File: src/spi_cmd_pkg.sv
`default_nettype none

package spi_cmd_pkg;

  // ~~~~~~~~~~~~~~~~~~~~
  // Field widths

  localparam int ADDR_BITS = 3;
  localparam int DATA_BITS = 8;

  localparam int CMD_BITS  = 1 + ADDR_BITS + DATA_BITS; // Length of the command phase.
  localparam int READ_BITS = DATA_BITS;                 // Length of the read phase.

  typedef logic [ADDR_BITS-1:0] spi_addr_t;
  typedef logic [DATA_BITS-1:0] spi_data_t;

  // ~~~~~~~~~~~~~~~~~~~~
  // Command word

  typedef struct packed {
    logic      write; // Set for a write, clear for a read.
    spi_addr_t addr;
    spi_data_t data;
  } spi_cmd_t;

endpackage

`default_nettype wire

File: src/cmd_fifo.sv
`timescale 1ns/1ps
`default_nettype none

module cmd_fifo #(
  parameter int FIFO_DEPTH = 4
) (
  input  logic                  clk,
  input  logic                  rst_n,
  input  spi_cmd_pkg::spi_cmd_t in_cmd,
  input  logic                  in_valid,
  output logic                  in_ready,
  output spi_cmd_pkg::spi_cmd_t out_cmd,
  output logic                  out_valid,
  input  logic                  out_ready
);

  localparam int IDX_W = $clog2(FIFO_DEPTH);

  // One extra bit on each pointer separates full from empty.
  typedef logic [IDX_W:0] fifo_ptr_t;

  spi_cmd_pkg::spi_cmd_t mem [FIFO_DEPTH];

  fifo_ptr_t wr_ptr;
  fifo_ptr_t rd_ptr;
  logic      full;
  logic      empty;
  logic      push;
  logic      pop;

  // ~~~~~~~~~~~~~~~~~~~~
  // Status

  assign empty = (wr_ptr == rd_ptr);
  assign full  = (wr_ptr[IDX_W] != rd_ptr[IDX_W]) &&
                 (wr_ptr[IDX_W-1:0] == rd_ptr[IDX_W-1:0]);

  assign in_ready  = !full;
  assign out_valid = !empty;

  assign push = in_valid && in_ready;
  assign pop  = out_valid && out_ready;

  // ~~~~~~~~~~~~~~~~~~~~
  // Pointers and storage

  always_ff @(posedge clk or negedge rst_n)
  begin
    if (!rst_n)
    begin
      wr_ptr <= '0;
      rd_ptr <= '0;
    end
    else
    begin
      if (push)
      begin
        wr_ptr <= wr_ptr + 1'b1;
      end
      if (pop)
      begin
        rd_ptr <= rd_ptr + 1'b1;
      end
    end
  end

  always_ff @(posedge clk)
  begin
    if (push)
    begin
      mem[wr_ptr[IDX_W-1:0]] <= in_cmd;
    end
  end

  assign out_cmd = mem[rd_ptr[IDX_W-1:0]]; // Head word, visible the cycle after its push.

endmodule

`default_nettype wire

File: src/spi_cmd_top.sv
`timescale 1ns/1ps
`default_nettype none

module spi_cmd_top #(
  parameter int FIFO_DEPTH = 4,
  parameter int CLK_DIV    = 4
) (
  input  logic                   clk,
  input  logic                   rst_n,
  input  spi_cmd_pkg::spi_cmd_t  cmd,
  input  logic                   cmd_valid,
  output logic                   cmd_ready,
  output logic                   sclk,
  output logic                   cs,
  output logic                   mosi,
  input  logic                   miso,
  output logic                   read_vld,
  output spi_cmd_pkg::spi_data_t read_data
);

  spi_cmd_pkg::spi_cmd_t fifo_cmd;
  logic                  fifo_valid;
  logic                  fifo_ready;

  // Commands queue here while a frame is on the wire.
  cmd_fifo #(
    .FIFO_DEPTH (FIFO_DEPTH)
  ) cmd_fifo_inst (
    .clk       (clk),
    .rst_n     (rst_n),
    .in_cmd    (cmd),
    .in_valid  (cmd_valid),
    .in_ready  (cmd_ready),
    .out_cmd   (fifo_cmd),
    .out_valid (fifo_valid),
    .out_ready (fifo_ready)
  );

  spi_master #(
    .CLK_DIV (CLK_DIV)
  ) spi_master_inst (
    .clk       (clk),
    .rst_n     (rst_n),
    .cmd       (fifo_cmd),
    .cmd_valid (fifo_valid),
    .cmd_ready (fifo_ready),
    .sclk      (sclk),
    .cs        (cs),
    .mosi      (mosi),
    .miso      (miso),
    .read_vld  (read_vld),
    .read_data (read_data)
  );

endmodule

`default_nettype wire

File: src/spi_master.sv
`timescale 1ns/1ps
`default_nettype none

module spi_master #(
  parameter int CLK_DIV = 4
) (
  input  logic                   clk,
  input  logic                   rst_n,
  input  spi_cmd_pkg::spi_cmd_t  cmd,
  input  logic                   cmd_valid,
  output logic                   cmd_ready,
  output logic                   sclk,
  output logic                   cs,
  output logic                   mosi,
  input  logic                   miso,
  output logic                   read_vld,
  output spi_cmd_pkg::spi_data_t read_data
);

  localparam int CMD_BITS  = spi_cmd_pkg::CMD_BITS;
  localparam int READ_BITS = spi_cmd_pkg::READ_BITS;
  localparam int DIV_W     = (CLK_DIV > 1) ? $clog2(CLK_DIV) : 1;
  localparam int BIT_W     = $clog2(CMD_BITS);

  typedef logic [DIV_W-1:0] div_cnt_t;
  typedef logic [BIT_W-1:0] bit_cnt_t;

  typedef enum logic [2:0] {
    idle,
    setup,
    shift,
    read_shift,
    finish
  } spi_state_t;

  localparam div_cnt_t DIV_LAST  = div_cnt_t'(CLK_DIV - 1);
  localparam bit_cnt_t CMD_LAST  = bit_cnt_t'(CMD_BITS - 1);
  localparam bit_cnt_t READ_LAST = bit_cnt_t'(READ_BITS - 1);

  spi_state_t             state;
  div_cnt_t               div_cnt;
  bit_cnt_t               bit_cnt;
  logic                   rd_cmd;
  logic [CMD_BITS-1:0]    tx_shift;
  spi_cmd_pkg::spi_data_t rx_shift;
  logic                   pop;
  logic                   tick;
  logic                   sclk_rise;
  logic                   sclk_fall;

  assign cmd_ready = (state == idle); // One command per transaction.
  assign pop       = cmd_valid && cmd_ready;

  // ~~~~~~~~~~~~~~~~~~~~
  // Half-period divider

  assign tick      = (state != idle) && (div_cnt == DIV_LAST);
  assign sclk_rise = tick && !sclk &&
                     (state == setup || state == shift || state == read_shift);
  assign sclk_fall = tick && sclk;

  always_ff @(posedge clk or negedge rst_n)
  begin
    if (!rst_n)
    begin
      div_cnt <= '0;
    end
    else if (state == idle || tick)
    begin
      div_cnt <= '0;
    end
    else
    begin
      div_cnt <= div_cnt + 1'b1;
    end
  end

  always_ff @(posedge clk or negedge rst_n)
  begin
    if (!rst_n)
    begin
      sclk <= 1'b0;
    end
    else if (sclk_rise)
    begin
      sclk <= 1'b1;
    end
    else if (sclk_fall)
    begin
      sclk <= 1'b0;
    end
  end

  // ~~~~~~~~~~~~~~~~~~~~
  // Frame sequencing

  always_ff @(posedge clk or negedge rst_n)
  begin
    if (!rst_n)
    begin
      state    <= idle;
      cs       <= 1'b1;
      mosi     <= 1'b0;
      rd_cmd   <= 1'b0;
      bit_cnt  <= '0;
      read_vld <= 1'b0;
    end
    else
    begin
      read_vld <= 1'b0;
      case (state)
        idle:
        begin
          if (pop)
          begin
            state   <= setup;
            cs      <= 1'b0;
            mosi    <= cmd.write; // MSB is ready before the first rising edge.
            rd_cmd  <= !cmd.write;
            bit_cnt <= '0;
          end
        end
        setup:
        begin
          if (tick)
          begin
            state <= shift;
          end
        end
        shift:
        begin
          if (sclk_fall)
          begin
            if (bit_cnt == CMD_LAST)
            begin
              bit_cnt <= '0;
              mosi    <= 1'b0;
              state   <= rd_cmd ? read_shift : finish;
            end
            else
            begin
              bit_cnt <= bit_cnt + 1'b1;
              mosi    <= tx_shift[CMD_BITS-2];
            end
          end
        end
        read_shift:
        begin
          if (sclk_fall)
          begin
            if (bit_cnt == READ_LAST)
            begin
              state <= finish;
            end
            else
            begin
              bit_cnt <= bit_cnt + 1'b1;
            end
          end
        end
        finish:
        begin
          if (tick)
          begin
            cs       <= 1'b1;   // Release after one idle half period.
            read_vld <= rd_cmd;
            state    <= idle;
          end
        end
        default:
        begin
          state <= idle;
        end
      endcase
    end
  end

  // ~~~~~~~~~~~~~~~~~~~~
  // Shift registers

  always_ff @(posedge clk)
  begin
    if (pop)
    begin
      tx_shift <= cmd;
    end
    else if (state == shift && sclk_fall)
    begin
      tx_shift <= {tx_shift[CMD_BITS-2:0], 1'b0};
    end
    if (state == read_shift && sclk_rise)
    begin
      rx_shift <= {rx_shift[READ_BITS-2:0], miso}; // Slave data arrives MSB first.
    end
  end

  assign read_data = rx_shift;

endmodule

`default_nettype wire

File: config.mk
export PLATFORM = sky130hd
export DESIGN_NAME = spi_cmd_top
export DESIGN_NICKNAME = d
export VERILOG_FILES = /design/src/spi_cmd_pkg.sv /design/src/cmd_fifo.sv /design/src/spi_cmd_top.sv /design/src/spi_master.sv
export SDC_FILE = /design/constraint.sdc
export NUM_CORES = 1
export LEC_CHECK = 0
export BUFFER_PORTS_ARGS = -buffer_cell sky130_fd_sc_hd__buf_2
export CAP_MARGIN = 10
export CORE_MARGIN = 3
export CORE_UTILIZATION = 35
export CTS_BUF_LIST = sky130_fd_sc_hd__clkbuf_16
export CTS_CLUSTER_SIZE = 40
export DETAILED_ROUTE_END_ITERATION = 8
export SYNTH_ARGS = -nofsm -noshare
export SYNTH_HDL_FRONTEND = slang
export SYNTH_HIERARCHICAL = 1
export SYNTH_SLANG_ARGS = --single-unit
File: constraint.sdc
create_clock -name clk -period 2.1 [get_ports clk]
set_clock_uncertainty 0.1 [all_clocks]
set_input_delay 0.315 -clock clk [delete_from_list [all_inputs] [get_ports clk]]
set_output_delay 0.315 -clock clk [all_outputs]
set_load 0.005 [all_outputs]
==> impl_metrics.tcl <==
set metrics [dict create \
    critPathKind "reg -> out" \
    ios 29 \
    dpl.hpwl_um 4450 \
    worstSetupStartpointType "flip-flop" \
    critical_path_cell_count 4 \
    number_of_buffers_added_by_the_clock_tree_synthesis_step 9 \
    crit_fanout 8 \
    vias_per_cell 4.94 \
    synthSimpleGateAreaFrac_pct 7.84 \
    clock_insertion_delay_worst_skew_ns 0.34 \
    detail_route.wirelength_um 6600 \
    ys_async_sr_fraction_pct 23.0 \
    synthDominantCellAreaShare_pct 53.2 \
    detail_route.drc_violations 0 \
    route.vias.total 2080 \
    area.sequential_um2 2510 \
    tritoncts_num_sinks 87 \
    grt_remaining_overflow 0 \
    multiInputGateArea_um2 1180 \
    synth_seq_cells 87 \
    track_usage_pct 12.0 \
    timing.max_cap.violations 0 \
    drt-wirelength-per-cell_um 15.7 \
    yosys.cell_count.top_type "edfxtp_1" \
    die-area_um2 12100 \
    grt_max_degree 21 \
    finalInstanceArea_um2 4530 \
    yosys-top-cells-area "edfxtp_1 (53%), dfrtp_1 (13%), mux4_2 (7.1%), mux2_1 (2.7%), ha_1 (2.3%)" \
    peak_per_stage_delay_on_the_critical_path_ns 0.43 \
    max-vdd-ir-drop_mv 0.592 \
    final_layout_size_suffix_gt1_share_pct 33.3 \
    yosys-mux-area-fraction_pct 11.2 \
    grt_antenna_before_repair 0 \
    grt_first_pass_wirelength_um 10800 \
    drtAntennaViolNets 0 \
    min_path_type "in -> reg" \
    number_of_cells_on_the_worst_reg_to_reg_path 4 \
    achievable-frequency_mhz 494 \
    critPathTopFamily "flip-flops" \
    place_area_um2 4230 \
    cts_tree "done" \
    initial_core_util_pct 36.3 \
    grt_setup_unrepaired "no" \
    fin_cells 421 \
    cts.clk_slew.worst_paths_ns 0.06 \
    die_h_um 110 \
    drv_slew 0 \
    drt_first_pass_iters 4 \
    dp.cells 404 \
    finish.net_count 303 \
    setup-violations-final 0 \
    row_count 37 \
    crit_slowest_cell "dfrtp_1" \
    place.gp.congestion 0.770 \
    initialDrtViolationCount 96 \
    synth_xor_xnor_area_share_pct 2.05 \
    portBuffers 28 \
    yosys_warning_count 6 \
    whs_path_depth 1 \
    slew-limit-headroom_pct 68.1 \
    postSynthAreaPerCell_um2 16.4 \
    total_standard_cell_area_after_synthesis_um2 3780 \
    final_clock_period_utilization_by_the_worst_path_pct 96.4 \
    grt_pass1_vias 2075 \
    die_x_um 110 \
    syn-num-nets 253 \
    fp.coreArea_um2 10400 \
    clk_root_buffer_cell "clkbuf_16" \
    setup_total_negative_slack_ns 0 \
    antenna-diode-count 0 \
    cp.buffers_inverters 2 \
    synth.yosys.seq_area_share_pct 66.5 \
    critPathRequiredTime_ns 1.68 \
    timing.critical_path.to_type "output port" \
    synthToLayoutAreaGrowth_pct 19.8 \
    yosys-top-cells-count "edfxtp_1 (67), dfrtp_1 (19), a21oi_1 (12), mux4_2 (12)" \
    synth_cell_types 54 \
    timing_worst_slew_pin_value_ns 0.479 \
    synth_fa_ha_area_share_pct 2.32 \
    worst_ep_arrival_time_ns 1.61 \
    outcome "completed" \
    cts-htree-levels 3 \
    leakage_nw 1.72 \
    main_combinational_cell_family_by_area_after_synthesis "multiplexers" \
    ctsLongestPathBuffers 2 \
    synth_cells 230 \
    synth_enable_flop_cells 67 \
    power_per_cell_area_nw_per_um2 1470 \
    fill_cells 926 \
    fin_crit_ns 2.02 \
    path_cells "xor2_2, buf_6, or3_4, buf_2" \
    total_power_mw 6.65 \
    synth_compound_area_share_pct 6.91 \
    synth_top_flop_cell "edfxtp_1" \
    synth_area_leader_cell "edfxtp_1" \
    final-hold-violation-count 0 \
]
state kept, by name, summed over array words and instances (netlist names):
name / flops
spi_master_inst/bit_cnt: 4
spi_master_inst/rd_cmd: 1
spi_master_inst/cs: 1
spi_master_inst/read_data: 8
spi_master_inst/sclk: 1
cmd_fifo_inst/wr_ptr: 3
spi_master_inst/mosi: 1
cmd_fifo_inst/rd_ptr: 3
spi_master_inst/read_vld: 1
spi_master_inst/tx_shift: 11
spi_master_inst/state: 3
spi_master_inst/div_cnt: 2
cmd_fifo_inst/mem: 48
cells by family (layout without fill, tap and decap cells):
group | count (synthesis) | count (layout)
xor gates and xnor gates | 8 | 8
AOI/OAI and AO/OA | 36 | 36
muxes | 26 | 26
buffers and inverters | 19 | 74
DFF | 87 | 87
adders and majority gates | 7 | 7
and+or+nand+nor | 47 | 47
per-stage QoR:
step	utilization (%)	hold WS [ns]	setup WS, ns
floorplan	-	-0.0806	0.0188
global placement	40.6	0.195	0.0692
detailed placement	40.6	0.206	0.0472
CTS	43.4	0.0439	0.0266
global route	43.5	0.0443	0.0139
finish	43.5	0.0583	0.0766
cell type report:
| type | instances | area share, % |
|---|---|---|
| Clock inverter | 7 | 1.32 |
| Clock buffer | 9 | 4.97 |
| Timing Repair Buffer | 48 | 7.65 |
| Inverter | 10 | 0.828 |
| Tap cell | 136 | 3.75 |
| Sequential cell | 87 | 55.5 |
| Multi-Input combinational cell | 124 | 26.0 |
metal layers:
metal  track usage, %  part of all wire, %  routed length [µm]  up-vias
met4             4.27                 0.58                  38        0
met5                0                    0                   0        -
met2             18.6                   47                3120       63
li1                 -                    -                   -      990
met1             15.7                   47                3090     1023
met3             3.99                  5.3                 350        4
repair_timing:
item	CTS	global route
endpoints found under the hold margin	19	0
setup buffers	0	0
resized for setup	0	3
endpoints found under the setup margin	0	14
hold buffers	1	0
report_power, final:
group	switching, mW	total (mW)	internal (mW)
Sequential	0.192	2.63	2.44
Combinational	1.31	2.54	1.22
Clock	0.673	1.49	0.817
worst paths after layout:
check	start	end	slack, ns
max	cmd_fifo_inst/rd_ptr[0]	cmd_ready	0.08
min	miso	spi_master_inst/read_data[0]	0.06
max reg2reg	cmd_fifo_inst/rd_ptr[0]	spi_master_inst/tx_shift[9]	0.10
min reg2reg	spi_master_inst/div_cnt[0]	spi_master_inst/div_cnt[0]	0.34
max in group asynchronous	rst_n	spi_master_inst/cs	1.17
min in group asynchronous	rst_n	cmd_fifo_inst/wr_ptr[1]	0.38
placed cells by master (no fill, tap or decap), types with 2 or more instances in the layout:
master     Yosys  layout
a211oi_1       3       3
a21o_1         2       2
a21oi_1       12      12
and3_1         7       7
buf_12         0       4
buf_2          2      28
buf_4          1      14
clkbuf_16      0       9
clkinv_4       0       2
dfrtp_1       19      19
edfxtp_1      67      67
ha_1           7       7
inv_1          9      10
inv_6          0       2
mux2_1         9       9
mux2_2         3       3
mux2i_1        2       2
mux4_2        12      12
nand2_1        5       5
nand2b_1       2       2
nand3_1        7       7
nor2_1         6       6
nor3_1         3       2
nor3_2         2       2
o21ai_0        3       3
o31ai_1        5       5
or3_4          1       2
xnor2_1        4       4
xor2_1         3       2
xor2_2         1       2
Power figures use the tool's default switching activity.
